$ cat src/source/hs_decode_params.svh
/*
 Widths, instruction field positions, opcode map and ALU codes of the decode stage.
 Field positions are bit ranges meant for part-selects of the instruction word.
 Branch opcodes give only the upper nibble; the low nibble is the condition.
*/
`ifndef HS_DECODE_PARAMS_SVH
`define HS_DECODE_PARAMS_SVH

`define HS_INSTR_W      32
`define HS_REG_W        4
`define HS_IMM_W        16
`define HS_SHIFT_W      5
`define HS_INT_LINES    24
`define HS_ALU_W        4
`define HS_BANK_W       2

// Instruction word fields
`define HS_F_OP         31:24
`define HS_F_RD         23:20
`define HS_F_RM         19:16
`define HS_F_RN         15:12
`define HS_F_SHIFT      11:7
`define HS_F_SDIR       6:5
`define HS_F_BANK       4:3
`define HS_F_IMM        15:0
`define HS_F_COND       27:24

`define HS_OP_LDRI      8'h10
`define HS_OP_LDR       8'h11
`define HS_OP_LDRA      8'h12
`define HS_OP_STRI      8'h20
`define HS_OP_STR       8'h21
`define HS_OP_STRA      8'h22
`define HS_OP_MOVI      8'h30
`define HS_OP_MOVN      8'h31
`define HS_OP_MOV       8'h32
`define HS_OP_MOVR      8'h33
`define HS_OP_ADD       8'h40
`define HS_OP_ADDC      8'h41
`define HS_OP_SUB       8'h42
`define HS_OP_RSUB      8'h43
`define HS_OP_SUBC      8'h44
`define HS_OP_RSUBC     8'h45
`define HS_OP_ADDI      8'h48
`define HS_OP_ADDIC     8'h49
`define HS_OP_SUBI      8'h4A
`define HS_OP_RSUBI     8'h4B
`define HS_OP_SUBIC     8'h4C
`define HS_OP_RSUBIC    8'h4D
`define HS_OP_AND       8'h60
`define HS_OP_BIC       8'h61
`define HS_OP_OR        8'h62
`define HS_OP_XOR       8'h63
`define HS_OP_ANDI      8'h68
`define HS_OP_BICI      8'h69
`define HS_OP_ORI       8'h6A
`define HS_OP_XORI      8'h6B
`define HS_OP_CMP       8'h70
`define HS_OP_TST       8'h71
`define HS_OP_CMPI      8'h78
`define HS_OP_TSTI      8'h79
`define HS_OP_BRCH      4'h8    // Upper nibble only
`define HS_OP_BRCL      4'h9    // Upper nibble only
`define HS_OP_INT       8'hF0

`define HS_ALU_ADD      4'd0
`define HS_ALU_SUB      4'd1
`define HS_ALU_ADC      4'd2
`define HS_ALU_SBC      4'd3
`define HS_ALU_AND      4'd4
`define HS_ALU_BIC      4'd5
`define HS_ALU_OR       4'd6
`define HS_ALU_XOR      4'd7
`define HS_ALU_MOV      4'd8

`endif

$ cat src/source/hs_decode_pkg.sv
/*
 Decode stage types. The control word keeps the bit layout that execute expects,
 with wb in the top two bits and bank_en in bit 0.
 The spare bit of the control word is always driven to zero.
*/
`default_nettype none

`include "hs_decode_params.svh"

package hs_decode_pkg;

    typedef enum logic [1:0] {
        WB_NONE  = 2'd0,    // Compare, test, branch
        WB_REG   = 2'd1,    // Move, math, logic
        WB_LOAD  = 2'd2,
        WB_STORE = 2'd3
    } wb_sel_t;

    typedef enum logic [2:0] {
        SRC_BRANCH    = 3'd0,
        SRC_IMM       = 3'd1,   // MOVI
        SRC_RM_IMM    = 3'd2,   // Immediate and plain forms
        SRC_RM_SHRN   = 3'd3,   // Register forms
        SRC_SHRN      = 3'd4,   // MOVN
        SRC_STORE_IMM = 3'd5,   // STRI, STR
        SRC_STORE_REG = 3'd6    // STRA
    } src_sel_t;

    typedef struct packed {
        wb_sel_t    wb;
        logic       reverse;    // Swapped operands
        src_sel_t   src;
        logic [3:0] cond;       // Branch condition
        logic       bank_dst;   // Banked destination
        logic       set_flags;
        logic       spare;
        logic [1:0] shift_dir;
        logic       bank_en;
    } ctl_t;

    typedef struct packed {
        logic [`HS_ALU_W-1:0]   aluop;
        logic [`HS_SHIFT_W-1:0] shift;
        logic [`HS_IMM_W-1:0]   imm;
        logic [`HS_REG_W-1:0]   rd;
        logic [`HS_REG_W-1:0]   rm;
        logic [`HS_REG_W-1:0]   rn;
        logic [`HS_BANK_W-1:0]  bank;
        ctl_t                   ctl;
    } uop_t;

    typedef enum logic [1:0] {
        TRAP_NONE  = 2'd0,
        TRAP_INT   = 2'd1,
        TRAP_UNDEF = 2'd2
    } trap_kind_t;

    typedef struct packed {
        trap_kind_t           kind;
        logic [`HS_IMM_W-1:0] vector;
    } trap_t;

endpackage

`default_nettype wire

$ cat src/source/decode_control.sv
/*
 Handshake control. One instruction in flight, so at best one fetch every 2 cycles.
 A trapping fetch sets halt; reqd and reqe then stay low until reset.
*/
`timescale 1ns/1ps
`default_nettype none

module decode_control (
    input  wire  clk,
    input  wire  reset,
    input  wire  rdyd,
    input  wire  rdye,
    input  wire  is_trap,
    output logic reqd,
    output logic reqe,
    output logic load
);

    logic full;         // Decoded uop waiting for execute
    logic halt;
    logic full_next;
    logic halt_next;

    assign load = reqd && rdyd;     // Fetch transfer

    always_comb begin
        full_next = full;
        halt_next = halt || (load && is_trap);
        if (load && !is_trap) begin
            full_next = 1'b1;
        end else if (reqe && rdye) begin
            full_next = 1'b0;       // Execute took the uop
        end
    end

    always_ff @(posedge clk) begin
        if (reset) begin
            full <= 1'b0;
            halt <= 1'b0;
            reqd <= 1'b0;
            reqe <= 1'b0;
        end else begin
            full <= full_next;
            halt <= halt_next;
            reqd <= !halt_next && !full_next;
            reqe <= !halt_next && full_next;
        end
    end

endmodule

`default_nettype wire

$ cat src/source/hs_decode_top.sv
/*
 Decode stage top. Fetch side is reqd/rdyd, execute side is reqe/rdye.
 uop is valid while reqe is high and holds until the execute transfer.
*/
`timescale 1ns/1ps
`default_nettype none

`include "hs_decode_params.svh"

module hs_decode_top (
    input  wire                         clk,
    input  wire                         reset,
    input  wire [`HS_INSTR_W-1:0]       instd,
    input  wire                         rdyd,
    input  wire                         rdye,
    output logic                        reqd,
    output logic                        reqe,
    output hs_decode_pkg::uop_t         uop,
    output logic [`HS_INT_LINES-1:0]    int_line
);

    logic                   load;
    logic                   is_trap;
    hs_decode_pkg::trap_t   trap_next;

    decode_control u_control (
        .clk     (clk),
        .reset   (reset),
        .rdyd    (rdyd),
        .rdye    (rdye),
        .is_trap (is_trap),
        .reqd    (reqd),
        .reqe    (reqe),
        .load    (load)
    );

    instr_decoder u_decoder (
        .clk       (clk),
        .reset     (reset),
        .instd     (instd),
        .load      (load),
        .uop       (uop),
        .trap_next (trap_next),
        .is_trap   (is_trap)
    );

    trap_unit u_trap (
        .clk       (clk),
        .reset     (reset),
        .load      (load),
        .trap_next (trap_next),
        .int_line  (int_line)
    );

endmodule

`default_nettype wire

$ cat src/source/instr_decoder.sv
/*
 Opcode table and micro-op register. Fields a form does not use are driven to zero.
 BRCL routes the rn field into rm. INT and undefined opcodes, MUL among them,
 leave the uop register unchanged and only form a trap request.
*/
`timescale 1ns/1ps
`default_nettype none

`include "hs_decode_params.svh"

module instr_decoder (
    input  wire                      clk,
    input  wire                      reset,
    input  wire [`HS_INSTR_W-1:0]    instd,
    input  wire                      load,
    output hs_decode_pkg::uop_t      uop,
    output hs_decode_pkg::trap_t     trap_next,
    output logic                     is_trap
);

    typedef struct packed {
        logic shift;
        logic imm;
        logic rd;
        logic rm;
        logic rn;
        logic bank;
        logic sdir;
    } field_use_t;

    // Field sets of the instruction forms
    localparam field_use_t F_NONE = '{shift: 0, imm: 0, rd: 0, rm: 0, rn: 0, bank: 0, sdir: 0};
    localparam field_use_t F_RM_IMM = '{shift: 0, imm: 1, rd: 1, rm: 1, rn: 0, bank: 0, sdir: 0};
    localparam field_use_t F_RM = '{shift: 0, imm: 0, rd: 1, rm: 1, rn: 0, bank: 0, sdir: 0};
    localparam field_use_t F_REG = '{shift: 1, imm: 0, rd: 1, rm: 1, rn: 1, bank: 0, sdir: 1};
    localparam field_use_t F_IMM = '{shift: 0, imm: 1, rd: 1, rm: 0, rn: 0, bank: 0, sdir: 0};
    localparam field_use_t F_SHRN = '{shift: 1, imm: 0, rd: 1, rm: 0, rn: 1, bank: 0, sdir: 1};
    localparam field_use_t F_BANK = '{shift: 0, imm: 0, rd: 1, rm: 1, rn: 0, bank: 1, sdir: 0};
    localparam field_use_t F_CMP = '{shift: 1, imm: 0, rd: 0, rm: 1, rn: 1, bank: 0, sdir: 1};
    localparam field_use_t F_CMPI = '{shift: 0, imm: 1, rd: 0, rm: 1, rn: 0, bank: 0, sdir: 0};
    localparam field_use_t F_BRCH = '{shift: 0, imm: 1, rd: 0, rm: 0, rn: 0, bank: 0, sdir: 0};

    logic [7:0]             op;
    logic [`HS_ALU_W-1:0]   aluop;
    hs_decode_pkg::ctl_t    ctl;
    field_use_t             use_f;
    logic                   rm_from_rn;
    logic                   undef;
    logic                   is_int;
    hs_decode_pkg::uop_t    uop_next;

    function automatic logic [`HS_ALU_W-1:0] arith_alu(input logic [2:0] sel);
        case (sel)
            3'd1: return `HS_ALU_ADC;
            3'd2, 3'd3: return `HS_ALU_SUB;
            3'd4, 3'd5: return `HS_ALU_SBC;
            default: return `HS_ALU_ADD;
        endcase
    endfunction

    function automatic logic [`HS_ALU_W-1:0] logic_alu(input logic [1:0] sel);
        case (sel)
            2'd1: return `HS_ALU_BIC;
            2'd2: return `HS_ALU_OR;
            2'd3: return `HS_ALU_XOR;
            default: return `HS_ALU_AND;
        endcase
    endfunction

    assign op = instd[`HS_F_OP];

    always_comb begin
        aluop      = `HS_ALU_ADD;
        ctl        = '0;
        use_f      = F_NONE;
        rm_from_rn = 1'b0;
        undef      = 1'b0;
        is_int     = 1'b0;
        casez (op)
            `HS_OP_LDRI, `HS_OP_LDR, `HS_OP_LDRA: begin
                ctl.wb  = hs_decode_pkg::WB_LOAD;
                ctl.src = (op == `HS_OP_LDRA) ? hs_decode_pkg::SRC_RM_SHRN
                                              : hs_decode_pkg::SRC_RM_IMM;
                use_f   = (op == `HS_OP_LDRI) ? F_RM_IMM : (op == `HS_OP_LDR) ? F_RM : F_REG;
            end
            `HS_OP_STRI, `HS_OP_STR, `HS_OP_STRA: begin
                ctl.wb  = hs_decode_pkg::WB_STORE;
                ctl.src = (op == `HS_OP_STRA) ? hs_decode_pkg::SRC_STORE_REG
                                              : hs_decode_pkg::SRC_STORE_IMM;
                use_f   = (op == `HS_OP_STRI) ? F_RM_IMM : (op == `HS_OP_STR) ? F_RM : F_REG;
            end
            `HS_OP_MOVI: begin
                aluop   = `HS_ALU_MOV;
                ctl.wb  = hs_decode_pkg::WB_REG;
                ctl.src = hs_decode_pkg::SRC_IMM;
                use_f   = F_IMM;
            end
            `HS_OP_MOVN: begin
                aluop   = `HS_ALU_MOV;
                ctl.wb  = hs_decode_pkg::WB_REG;
                ctl.src = hs_decode_pkg::SRC_SHRN;
                use_f   = F_SHRN;
            end
            `HS_OP_MOV, `HS_OP_MOVR: begin
                aluop        = `HS_ALU_MOV;
                ctl.wb       = hs_decode_pkg::WB_REG;
                ctl.src      = hs_decode_pkg::SRC_RM_IMM;
                ctl.bank_en  = 1'b1;
                ctl.bank_dst = (op == `HS_OP_MOVR);    // Rd is the banked one
                use_f        = F_BANK;
            end
            `HS_OP_ADD, `HS_OP_ADDC, `HS_OP_SUB, `HS_OP_RSUB, `HS_OP_SUBC, `HS_OP_RSUBC,
            `HS_OP_ADDI, `HS_OP_ADDIC, `HS_OP_SUBI, `HS_OP_RSUBI, `HS_OP_SUBIC,
            `HS_OP_RSUBIC: begin
                aluop         = arith_alu(op[2:0]);
                ctl.wb        = hs_decode_pkg::WB_REG;
                ctl.reverse   = (op[2:0] == 3'd3) || (op[2:0] == 3'd5);
                ctl.set_flags = 1'b1;
                ctl.src       = op[3] ? hs_decode_pkg::SRC_RM_IMM : hs_decode_pkg::SRC_RM_SHRN;
                use_f         = op[3] ? F_RM_IMM : F_REG;     // Bit 3 marks the immediate form
            end
            `HS_OP_AND, `HS_OP_BIC, `HS_OP_OR, `HS_OP_XOR,
            `HS_OP_ANDI, `HS_OP_BICI, `HS_OP_ORI, `HS_OP_XORI: begin
                aluop         = logic_alu(op[1:0]);
                ctl.wb        = hs_decode_pkg::WB_REG;
                ctl.set_flags = 1'b1;
                ctl.src       = op[3] ? hs_decode_pkg::SRC_RM_IMM : hs_decode_pkg::SRC_RM_SHRN;
                use_f         = op[3] ? F_RM_IMM : F_REG;
            end
            `HS_OP_CMP, `HS_OP_TST, `HS_OP_CMPI, `HS_OP_TSTI: begin
                aluop         = op[0] ? `HS_ALU_AND : `HS_ALU_SUB;     // TST or CMP
                ctl.set_flags = 1'b1;
                ctl.src       = op[3] ? hs_decode_pkg::SRC_RM_IMM : hs_decode_pkg::SRC_RM_SHRN;
                use_f         = op[3] ? F_CMPI : F_CMP;
            end
            {`HS_OP_BRCH, 4'b????}: begin
                ctl.src  = hs_decode_pkg::SRC_BRANCH;
                ctl.cond = instd[`HS_F_COND];
                use_f    = F_BRCH;
            end
            {`HS_OP_BRCL, 4'b????}: begin
                aluop       = `HS_ALU_MOV;
                ctl.wb      = hs_decode_pkg::WB_REG;   // Link register write
                ctl.reverse = 1'b1;
                ctl.src     = hs_decode_pkg::SRC_RM_IMM;
                ctl.cond    = instd[`HS_F_COND];
                use_f       = F_IMM;
                rm_from_rn  = 1'b1;
            end
            `HS_OP_INT: is_int = 1'b1;
            default: undef = 1'b1;
        endcase
        if (use_f.sdir) begin
            ctl.shift_dir = instd[`HS_F_SDIR];
        end
    end

    always_comb begin
        uop_next       = '0;
        uop_next.aluop = aluop;
        uop_next.ctl   = ctl;
        if (use_f.shift) begin
            uop_next.shift = instd[`HS_F_SHIFT];
        end
        if (use_f.imm) begin
            uop_next.imm = instd[`HS_F_IMM];
        end
        if (use_f.rd) begin
            uop_next.rd = instd[`HS_F_RD];
        end
        if (use_f.rm) begin
            uop_next.rm = instd[`HS_F_RM];
        end else if (rm_from_rn) begin
            uop_next.rm = instd[`HS_F_RN];
        end
        if (use_f.rn) begin
            uop_next.rn = instd[`HS_F_RN];
        end
        if (use_f.bank) begin
            uop_next.bank = instd[`HS_F_BANK];
        end
    end

    always_comb begin
        trap_next = '0;
        if (undef) begin
            trap_next.kind = hs_decode_pkg::TRAP_UNDEF;
        end else if (is_int) begin
            trap_next.kind   = hs_decode_pkg::TRAP_INT;
            trap_next.vector = instd[`HS_F_IMM];
        end
    end

    assign is_trap = undef || is_int;

    always_ff @(posedge clk) begin
        if (reset) begin
            uop <= '0;
        end else if (load && !is_trap) begin
            uop <= uop_next;
        end
    end

endmodule

`default_nettype wire

$ cat src/source/trap_unit.sv
/*
 Interrupt line driver. Each trap gives a one-cycle pulse the cycle after the fetch.
 INT vectors of 24 and above pulse no line; undefined opcodes pulse line 0.
*/
`timescale 1ns/1ps
`default_nettype none

`include "hs_decode_params.svh"

module trap_unit (
    input  wire                         clk,
    input  wire                         reset,
    input  wire                         load,
    input  wire hs_decode_pkg::trap_t   trap_next,
    output logic [`HS_INT_LINES-1:0]    int_line
);

    hs_decode_pkg::trap_t trap_q;

    always_ff @(posedge clk) begin
        if (reset) begin
            trap_q <= '0;
        end else if (load) begin
            trap_q <= trap_next;
        end else begin
            trap_q <= '0;   // Drop after one cycle
        end
    end

    always_comb begin
        int_line = '0;
        case (trap_q.kind)
            hs_decode_pkg::TRAP_UNDEF: int_line[0] = 1'b1;
            // Shift past the top leaves all lines low
            hs_decode_pkg::TRAP_INT: int_line = `HS_INT_LINES'(1) << trap_q.vector;
            default: int_line = '0;
        endcase
    end

endmodule

`default_nettype wire

$ cat config.mk
export PLATFORM = sky130hd
export DESIGN_NAME = hs_decode_top
export DESIGN_NICKNAME = d
export VERILOG_FILES = /design/src/source/hs_decode_pkg.sv /design/src/source/decode_control.sv /design/src/source/hs_decode_top.sv /design/src/source/instr_decoder.sv /design/src/source/trap_unit.sv
export VERILOG_INCLUDE_DIRS = /design/src /design/src/source
export SDC_FILE = /design/constraint.sdc
export NUM_CORES = 1
export LEC_CHECK = 0
export CAP_MARGIN = 20
export CORE_ASPECT_RATIO = 1.25
export CORE_MARGIN = 2
export CORE_UTILIZATION = 38
export DETAILED_ROUTE_END_ITERATION = 16
export DONT_BUFFER_PORTS = 1
export GPL_ROUTABILITY_DRIVEN = 0
export PLACE_DENSITY_LB_ADDON = 0.08
export SLEW_MARGIN = 30
export SYNTH_ARGS = -nofsm -noshare
export SYNTH_HDL_FRONTEND = slang
export SYNTH_HIERARCHICAL = 1
export SYNTH_SLANG_ARGS = --single-unit
$ cat constraint.sdc
create_clock -name clk -period 1.9 [get_ports clk]
set_input_delay 0.38 -clock clk [delete_from_list [all_inputs] [get_ports clk]]
set_output_delay 0.38 -clock clk [all_outputs]
set_load 0.005 [all_outputs]
Word level (Yosys, flattened, before mapping) --
Index checks and enable logic that the tools add are counted.
Operators by class: equal/unequal tests 47, shift operators 1, multiplexer cells 38, bitwise logic cells 3, reduce and logical (&&, ||, !) cells 31
Operator list (number):
- $eq A8 B7 Y1 const B | 24
- $eq A8 B6 Y1 const B | 7
- $pmux W7 S8 | 1
- $mux W7 | 6
- $reduce_or A37 Y1 | 1
- $reduce_or A25 Y1 | 1
- $eq A8 B5 Y1 const B | 3
- $reduce_or A24 Y1 | 1
- $shl A1 B16 Y24 const A | 1
- $mux W23 | 1
- $mux W4 | 5
- $reduce_or A20 Y1 | 1
- $pmux W2 S3 | 3
- $pmux W3 S6 | 1
- $mux W17 | 1
- $mux W16 | 1
- $pmux W4 S4 | 1
- $reduce_or A12 Y1 | 1
- $reduce_or A2 Y1 | 6
- $reduce_or A3 Y1 | 4
- $mux W1 | 10
- $eq A4 B4 Y1 const B | 2
- $eq A8 B8 Y1 const B | 1
- $mux W2 | 4
- other kinds (15) | 33
Word-level totals: bits in registers 76, input bits 36, output and inout bits 81, word-level logic and storage cells 142

Logic depth before layout (Yosys ltp) --
Gate-level depths: netlist of run 1.
depth in word-level cells 9, gate-level depth with buffers 8, gate-level depth less buffers 5

Cells and area by module --
Netlist of run 1, hierarchy kept.
Modules (own cells, without submodules):
- instr_decoder | times used 1, cells an instance 317, area each 2837.7 um^2, seq. area each 1081.0 um^2
- trap_unit | times used 1, cells an instance 85, area each 870.8 um^2, seq. area each 360.3 um^2
- decode_control | times used 1, cells an instance 13, area each 152.6 um^2, seq. area each 80.1 um^2

Least setup slack after synthesis of run 1 --
No wires, ideal clock.
kind in2reg, start point input instd[27], end point register, netlist name u_decoder/uop[48], library setup time 116 ps, data arrival time 1848 ps, data required time 1784 ps, path slack -65 ps, cell stages on the path 7, buffers on the path 2, cells stage by stage buf_6 -> or4_4 -> nor3_4 -> o31a_4 -> buf_4 -> nor3b_1 -> a31o_2
Between the ends: word-level cells in the longest chain between the ends 6, elaborated cells on any way between the ends 55, classes of those cells 35 x eq/ne; 10 x mux; 10 x reduce/logical
RTL lines:
- from (decl) | RTL line hs_decode_top.sv:13 | input wire [`HS_INSTR_W-1:0] instd,
- branches (longest 6 deep; another with $reduce_or A20 Y1)
Several ways; the timed one is not identified. A chain may end at the register's enable or synchronous reset.

Worst setup path after layout of run 1 --
start point register u_trap/trap_q[17] (netlist bit), end point output int_line[17]
Between the ends: word-level cells in the longest chain between the ends 2
RTL lines:
- from (decl) | RTL line trap_unit.sv:18 | hs_decode_pkg::trap_t trap_q;
- from (signal assigned) | RTL line trap_unit.sv:24 | trap_q <= trap_next;
- $eq A2 B1 Y1 | RTL line trap_unit.sv:32 | case (trap_q.kind)
- $mux W23 | RTL line trap_unit.sv:32
- to (decl) | RTL line hs_decode_top.sv:19 | output logic [`HS_INT_LINES-1:0] int_line
No other way between the ends.

==> flow_metrics.tcl, run 1 <==
set metrics [dict create \
    synth_area_sq_um 3860 \
    hold_class "in2reg" \
    drc 0 \
    fin_util 0.458 \
    synth_top_family_by_area "simple AND/OR/NAND/NOR gates" \
    start_kind "flop" \
    cts.sinks 76 \
    drive_above_1_share 0.312 \
    crit_start "u_trap/trap_q[17]$_SDFF_PP0_" \
    antenna_left 0 \
    cts_buffer_depth 2 \
    grt_max_degree 65 \
    die-area_sq_um 11000 \
    path_class "reg2out" \
    ys_types 58 \
    worstSkewPairLatency_ns 0.33 \
    fin_total_pwr_mw 3.38 \
    htree_levels 3 \
    drv_slew 0 \
    fin_ws_ns -0.130 \
    hold_violations 0 \
    critPathMaxStageDelay_ns 0.33 \
    regToRegStartpoint "u_control/reqd$_SDFF_PP0_" \
    ir_worst_vdd_v 0.000346 \
    layout_commonest_cell "dfxtp_1" \
    dr_total_vias 3081 \
    muxShareOfSynthArea 0.0185 \
    dieHeight_um 117 \
    cts_tree "built" \
    period_needed_ns 2.03 \
    syn-mean-instance-area_sq_um 9.30 \
    max_freq_mhz 493 \
    status "finished, violations left" \
    synthAdderAreaFrac 0.00648 \
    drv_cap 0 \
    antenna_found_initial 0 \
    track_usage 0.190 \
    start_util 0.386 \
    fp.dieW_um 94.2 \
    fp-row-count 41 \
    grt_first_pass_wirelength_um 16000 \
    grt_pass1_vias 2946 \
    synth_seq_cells 76 \
    area_growth_pct 18.6 \
    critPathMaxFanout 8 \
    slew_headroom 0.586 \
    end_kind "output pin" \
    synthArstFlopShare 0 \
    vias_per_cell 5.51 \
    coreArea_sq_um 10000 \
    numCtsBuffers 9 \
    r2r_cells 5 \
    worstHoldStart "reset" \
    yosysWarningCount 6 \
    nets 463 \
    violations "setup timing" \
    p_per_area_nw_per_um2 738 \
    required_ns 1.52 \
    period_share 1.07 \
    synth-edff-count 0 \
    rsz0062_at_grt "yes" \
    total_leakage_power_nw 1.73 \
    synth_cells 415 \
    dp_hpwl_um 7330 \
    finalSetupTns_ns -1.44 \
    synth_nets 453 \
    cp.arrival_ns 1.65 \
    clock-skew-final_ns 0.00530 \
    worst_pin_slew_ns 0.614 \
    final_cell_mix "dfxtp_1 (71), and2_1 (37), nor3b_1 (34)" \
    synth-simple-area-share 0.328 \
    clkSlewWorstSetupHoldPaths_ns 0.06 \
    first_pass_iters 6 \
    port_buffers 0 \
    report.final.setup_viol 24 \
    ys.flop_type "dfxtp_1" \
    detail_route.wl_per_cell_um 18.6 \
    synthXorXnorAreaFrac 0.00454 \
    cp_slowest_cell "dfxtp_2" \
    path_cells "inv_2 -> ha_4 -> nor4b_4 -> buf_4 -> nand3b_4 -> nor3_2" \
    io_pins 117 \
    grt_overflow 0 \
    synth_compound_area_frac 0.186 \
    cts-root-buf "clkbuf_16" \
    ys_seq_area_frac 0.394 \
    diodes 0 \
    wl_um 10400 \
    holdPathStages 1 \
    drt_iter0_drc 110 \
]
## report_power, final
| part | internal, mW | total (mW) | switching [mW] |
|---|---|---|---|
| clock network | 0.881 | 1.54 | 0.658 |
| registers | 1.61 | 1.63 | 0.0153 |
| logic | 0.102 | 0.214 | 0.112 |
## path summary, 6_finish.rpt
path / to / slack, ns
hold / removal: u_decoder/uop[52]$_SDFFE_PP0P_ / 0.11
hold reg to reg: u_control/reqd$_SDFF_PP0_ / 0.48
setup / recovery: int_line[17] / -0.13
setup reg to reg: u_decoder/uop[29]$_SDFFE_PP0P_ / 0.45
## area by class of cell
type	count	area [sq um]
clock buffer	10	229
multi-input combinational	299	2270
inverter	5	18.8
fill	988	5430
sequential	76	1530
clock inverter	6	38.8
tap	129	161
timing repair buffer	34	334
## per-stage QoR
step           cell area [sq um]  instances  setup WS, ns  hold slack [ns]
4_1_cts                     4540        559        -0.125           0.0970
2_1_floorplan               3870        415       0.00415            0.437
3_3_place_gp                4070        535        0.0311            0.449
3_5_place_dp                4070        535       0.00799            0.449
5_1_grt                     4580        559        -0.255           0.0940
6_report                    4580        559        -0.130            0.115
## timing repair
action                                  4_1_cts  5_1_grt
hold buffers                                  0        0
buffers inserted                              8        1
endpoints found under the setup margin       24       24
hold endpoints to repair                      0        0
pin swaps                                    12        5
gates resized for setup                      26        7
## registers in the layout, summed over array words and instances (netlist names)
| name | cells |
|---|---|
| u_control/full | 1 |
| u_control/reqd | 1 |
| u_control/reqe | 1 |
| u_trap/trap_q | 18 |
| u_decoder/uop | 54 |
| u_control/halt | 1 |
## metal layers
| metal | track usage | up-vias | wire, um |
|---|---|---|---|
| li1 | - | 1528 | - |
| met1 | 0.207 | 1461 | 3980 |
| met2 | 0.337 | 76 | 5620 |
| met3 | 0.0568 | 16 | 518 |
| met4 | 0.0860 | 0 | 255 |
| met5 | 0 | - | 0 |
## synth_stat cells, drive strengths merged (2+ instances only)
library cell | count | area share
dfxtp | 76 | 0.39
and2 | 37 | 0.060
nor3b | 34 | 0.066
a31o | 31 | 0.070
nor2 | 26 | 0.025
nor3 | 26 | 0.050
buf | 20 | 0.042
o21ai | 19 | 0.025
clkbuf | 15 | 0.015
a21oi | 14 | 0.021
nand2b | 13 | 0.021
nand3 | 13 | 0.019
nand2 | 11 | 0.011
a211oi | 8 | 0.016
mux2i | 6 | 0.016
nor2b | 6 | 0.0097
nor4 | 6 | 0.019
a22oi | 5 | 0.0097
inv | 5 | 0.0049
nand3b | 4 | 0.011
a221oi | 3 | 0.0084
a31oi | 3 | 0.0049
and3b | 3 | 0.0068
or2 | 3 | 0.0049
ha | 2 | 0.0065
nand4 | 2 | 0.0032
nor4b | 2 | 0.010
o22ai | 2 | 0.0032
or3 | 2 | 0.0032
or4 | 2 | 0.0058
## worst max-delay path, delay by kind of cell, from the launching register on
family,cells,cell delay (ns)
adder cells (fa/ha/maj),1,0.11
buffers and inverters,2,0.24
flip-flops,1,0.33
AND/OR/NAND/NOR,3,0.65
## cells by family after synthesis
| group | Yosys count |
|---|---|
| AND/OR/NAND/NOR | 191 |
| buffers and inverters | 40 |
| adder cells (fa/ha/maj) | 2 |
| flip-flops | 76 |
| multiplexers | 7 |
| AO/OA/AOI/OAI | 96 |
| XOR/XNOR | 2 |
| other | 1 |
(Power assumes the default switching activity.)
==> run 2: changes to the inputs <==
SYNTH_HIERARCHICAL = unset   (was 1)
==> flow_metrics.tcl, run 2 <==
set metrics [dict create \
    die-area_sq_um 10200 \
    critPathMaxStageDelay_ns 0.45 \
    layout_commonest_cell "dfxtp_1" \
    wl_um 10100 \
    coreArea_sq_um 9170 \
    grt_overflow 0 \
    fin_ws_ns -0.242 \
    crit_buf_inv 1 \
    yosysWarningCount 0 \
    grt_max_degree 68 \
    numCtsBuffers 9 \
    diodes 0 \
    cts_buffer_depth 2 \
    area_growth_pct 22.5 \
    cts_hold_buffers 0 \
    grt_first_pass_wirelength_um 16000 \
    max_freq_mhz 467 \
    fin_area_sq_um 4380 \
    synth-edff-count 0 \
    required_ns 1.52 \
    synth.most_common_cell "dfxtp_1" \
    cp_top_family "simple AND/OR/NAND/NOR gates" \
    end_kind "output pin" \
    pre_cts_slack_ns -0.202 \
    worst_pin_slew_ns 0.567 \
    cts-root-buf "clkbuf_16" \
    cp_slowest_cell "or3b_4" \
    drv_slew 0 \
    path_class "reg2out" \
    period_share 1.13 \
    regMostFlops "u_decoder.uop" \
    drt_iter0_drc 137 \
    timing.hold.ws_ns 0.111 \
    rsz0062_at_grt "yes" \
    dr_total_vias 3133 \
    worstSkewPairLatency_ns 0.33 \
    largest_register_ffs 54 \
    synth_nets 465 \
    vias_per_cell 5.61 \
    clkSlewWorstSetupHoldPaths_ns 0.06 \
    dp_cells 541 \
    fp.dieW_um 90.8 \
    yosys.area.top_type "dfxtp_1" \
    report.final.setup_viol 24 \
    total_leakage_power_nw 1.47 \
    slew_headroom 0.621 \
    clock-skew-final_ns 0.00448 \
    ys.flop_type "dfxtp_1" \
    drive_above_1_share 0.225 \
    ir_worst_vdd_v 0.000418 \
    ys_seq_area_frac 0.425 \
    fin_total_pwr_mw 3.75 \
    reg.largest.list "u_decoder.uop x54, u_trap.trap_q x18" \
    p_per_area_nw_per_um2 856 \
    hold_violations 0 \
    hold_class "in2reg" \
    dp_hpwl_um 6990 \
    cts.sinks 76 \
    synthArstFlopShare 0 \
    start_kind "flop" \
    track_usage 0.198 \
    syn-mean-instance-area_sq_um 8.38 \
    first_pass_iters 4 \
    cts_tree "built" \
    stdcell_count 558 \
    path_cells "nor4_2 -> buf_4 -> nand4_1 -> or3b_4 -> nor2_2" \
    start_util 0.390 \
    violations "setup timing" \
    antenna_found_initial 0 \
    detail_route.wl_per_cell_um 18.1 \
    synth_common_cells "dfxtp_1 (76), nor2_1 (33), a21oi_1 (31), nand2b_1 (28)" \
    period_needed_ns 2.14 \
    antenna_left 0 \
    cp.arrival_ns 1.76 \
    ys_types 53 \
    dieHeight_um 112 \
    synth_cells 427 \
    grt_pass1_vias 2946 \
    synthTopCellsByArea "dfxtp_1 (43%), nand2b_1 (4.9%), a21oi_1 (4.3%), o32ai_1 (4.2%), nand3_1 (3.5%)" \
    fp-row-count 39 \
    status "finished, violations left" \
    io_pins 117 \
    drv_cap 0 \
    final_cell_mix "dfxtp_1 (73), a21oi_1 (31), nand2b_1 (27)" \
    synth_seq_cells 76 \
    place_area_sq_um 3890 \
    htree_levels 3 \
    critPathMaxFanout 4 \
    drc 0 \
    synth_area_sq_um 3580 \
    synth_top_area_frac 0.425 \
    nets 468 \
    port_buffers 0 \
]
[run 2: cell types whose count changed after synthesis, moves of 9 or more]
cell,change
a31o_2,-20
nand2b_1,+15
clkbuf_1,+10
buf_4,-9
nand3_1,+14
nor3_2,-10
and2_1,-20
o32ai_1,+17
a21oi_1,+20
inv_1,+17
nor3b_1,-33
[run 2: power by group]
group | internal [mW] | switching (mW) | leakage (nW)
logic | 0.123 | 0.157 | 0.697
registers | 1.61 | 0.0145 | 0.615
clock network | 1.16 | 0.686 | 0.156
total | 2.89 | 0.857 | 1.47
[run 2: worst paths after layout]
check	start	endpoint	slack, ns	cells after the start
hold / removal	reset	u_decoder.uop[9]$_SDFFE_PP0P_	0.11	1
setup reg to reg	u_control.reqd$_SDFF_PP0_	u_decoder.uop[52]$_SDFFE_PP0P_	0.36	5
setup / recovery	u_trap.trap_q[7]$_SDFF_PP0_	int_line[13]	-0.24	5
hold reg to reg	u_control.halt$_SDFF_PP0_	u_control.reqe$_SDFF_PP0_	0.44	1
[run 2: kinds of logic after synthesis]
kind of cell	count (synthesis)	synth area share
other	1	0.00105
flip-flops	76	0.425
buffers and inverters	60	0.0696
multiplexers	1	0.00280
AND/OR/NAND/NOR	164	0.257
adder cells (fa/ha/maj)	2	0.00699
XOR/XNOR	2	0.00490
AO/OA/AOI/OAI	121	0.232
[run 2: timing repair]
action,4_1_cts,5_1_grt
pin swaps,11,2
endpoints found under the setup margin,24,24
buffers inserted,0,1
endpoints found under the hold margin,0,0
resized for setup,28,13
[run 2: routing by layer]
| metal | global-route usage | wire length (um) | up-vias |
|---|---|---|---|
| li1 | - | - | 1534 |
| met1 | 0.239 | 4160 | 1482 |
| met2 | 0.337 | 5150 | 103 |
| met3 | 0.0416 | 591 | 14 |
| met4 | 0.0939 | 223 | 0 |
| met5 | 0 | 0 | - |
[run 2: through the flow]
step                       util  TNS, ns
after global placement    0.424   -0.394
final                     0.477    -3.86
after detailed placement  0.424   -0.743
after CTS                 0.470    -3.77
after global routing      0.477    -6.12
after floorplan               -   -0.265
[run 2: area by class of cell]
class / instances / area, sq um
clock inverters: 7 / 98.8
clock buffers: 9 / 225
inverters: 22 / 82.6
fillers: 913 / 4790
flip-flops and latches: 76 / 1530
repair buffers: 30 / 300
multi-input cells: 291 / 1990
well taps: 123 / 154
[run 2: worst reg2reg max path: stages (launching register included)]
cell and delay (ns):
dfxtp_1 0.41, nand2_1 0.16, nor2b_4 0.30, buf_4 0.27, a21oi_1 0.09, a41o_1 0.20
==> run 3: changes to the inputs <==
clock period = 2.3 ns   (was 1.9 ns; I/O delays follow)
==> flow_metrics.tcl, run 3 (synthesized netlist as in run 2, its figures left out) <==
set metrics [dict create \
    status "finished clean" \
    worst_pin_slew_ns 0.840 \
    p_per_area_nw_per_um2 738 \
    fp.dieW_um 90.8 \
    cts_tree "built" \
    dp_cells 527 \
    start_kind "flop" \
    period_needed_ns 2.21 \
    regArea_sq_um 1520 \
    hold_violations 0 \
    drv_cap 0 \
    crit_start "u_trap.trap_q[7]$_SDFF_PP0_" \
    ir_worst_vdd_v 0.000352 \
    fp-row-count 39 \
    cp-endpoint "int_line[15]" \
    detail_route.wl_per_cell_um 18.7 \
    regToRegStartpoint "u_control.reqd$_SDFF_PP0_" \
    layout_commonest_cell "dfxtp_1" \
    regMostFlops "u_decoder.uop" \
    dieHeight_um 112 \
    hold_class "in2reg" \
    report.final.setup_viol 0 \
    r2r_cells 4 \
    period_share 0.961 \
    cts.sinks 76 \
    critPathMaxFanout 4 \
    r2r_slack_ns 0.81 \
    numCtsBuffers 9 \
    dp_hpwl_um 6910 \
    clock-skew-final_ns 0.00628 \
    fin_util 0.446 \
    drive_above_1_share 0.141 \
    htree_levels 3 \
    die-area_sq_um 10200 \
    fin_total_pwr_mw 3.02 \
    required_ns 1.84 \
    path_class "reg2out" \
    total_leakage_power_nw 1.35 \
    antenna_found_initial 0 \
    final_cell_mix "dfxtp_1 (76), a21oi_1 (31), nor2_1 (30)" \
    grt_overflow 0 \
    io_pins 117 \
    fillers 950 \
    finalSetupTns_ns 0 \
    nets 453 \
    cts_buffer_depth 2 \
    grt_max_degree 68 \
    track_usage 0.200 \
    diodes 0 \
    port_buffers 0 \
    wl_um 10200 \
    area_growth_pct 14.4 \
    clkSlewWorstSetupHoldPaths_ns 0.06 \
    timing.rr.end "u_decoder.uop[53]$_SDFFE_PP0P_" \
    grt_first_pass_wirelength_um 16100 \
    multiInputGateArea_sq_um 1880 \
    worstSkewPairLatency_ns 0.34 \
    cp.arrival_ns 1.75 \
    start_util 0.390 \
    grt_pass1_vias 2936 \
    drv_slew 0 \
    max_freq_mhz 452 \
    first_pass_iters 4 \
    cts-root-buf "clkbuf_16" \
    largest_register_ffs 54 \
    drt_iter0_drc 118 \
    drc 0 \
    end_kind "output pin" \
    vias_per_cell 5.74 \
    slew_headroom 0.440 \
    coreArea_sq_um 9170 \
    stdcell_count 542 \
    reg.largest.list "u_decoder.uop x54, u_trap.trap_q x18" \
    dr_total_vias 3109 \
    antenna_left 0 \
]
[run 3: what timing repair did]
item                                   in CTS  in global routing
resized for setup                           2                  6
buffers inserted                            0                  0
hold buffers                                0                  0
endpoints found under the hold margin       0                  0
pin swaps                                   0                  2
setup endpoints to repair                  16                 20
[run 3: how the worst min path moves through the flow]
stage / start / end / depth (start not counted)
floorplan: u_control.halt$_SDFF_PP0_ / u_control.reqe$_SDFF_PP0_ / 1
global route: reset / u_decoder.uop[9]$_SDFFE_PP0P_ / 1
finish: reset / u_decoder.uop[13]$_SDFFE_PP0P_ / 1
detailed placement: u_control.halt$_SDFF_PP0_ / u_control.reqe$_SDFF_PP0_ / 1
CTS: reset / u_decoder.uop[8]$_SDFFE_PP0P_ / 1
global placement: u_control.halt$_SDFF_PP0_ / u_control.reqe$_SDFF_PP0_ / 1
[run 3: per-layer routing]
layer  global-route usage  share of wire
met2                0.332           0.50
met3               0.0503          0.056
met4               0.0909          0.022
met5                    0              0
met1                0.244           0.42
[run 3: area by class of cell]
cell class                      instances  share of cell area
Clock buffer                           10              0.0559
Multi-Input combinational cell        291               0.459
Inverter                               22              0.0202
Sequential cell                        76               0.372
Clock inverter                          5              0.0190
Timing Repair Buffer                   15              0.0367
Tap cell                              123              0.0376
[run 3: per-stage QoR]
| step | hold slack (ns) | cell area, sq um | setup slack [ns] |
|---|---|---|---|
| after detailed placement | 0.428 | 3750 | 0.207 |
| after global routing | 0.184 | 4090 | -0.00443 |
| final | 0.200 | 4090 | 0.0886 |
| after CTS | 0.175 | 4060 | 0.000683 |
| after global placement | 0.432 | 3750 | 0.247 |
| after floorplan | 0.413 | 3580 | 0.283 |
[run 3: power by group]
part / switching [mW] / internal (mW)
clock network: 0.535 / 0.940
logic: 0.124 / 0.0802
registers: 0.0121 / 1.33
total: 0.672 / 2.35
[run 3: worst max-delay path, stage by stage, from the launching register on]
cell and delay [ns]:
dfxtp_1 0.30, nor4_2 0.26, buf_4 0.16, nand4_1 0.11
or3b_4 0.43, nor2_2 0.14
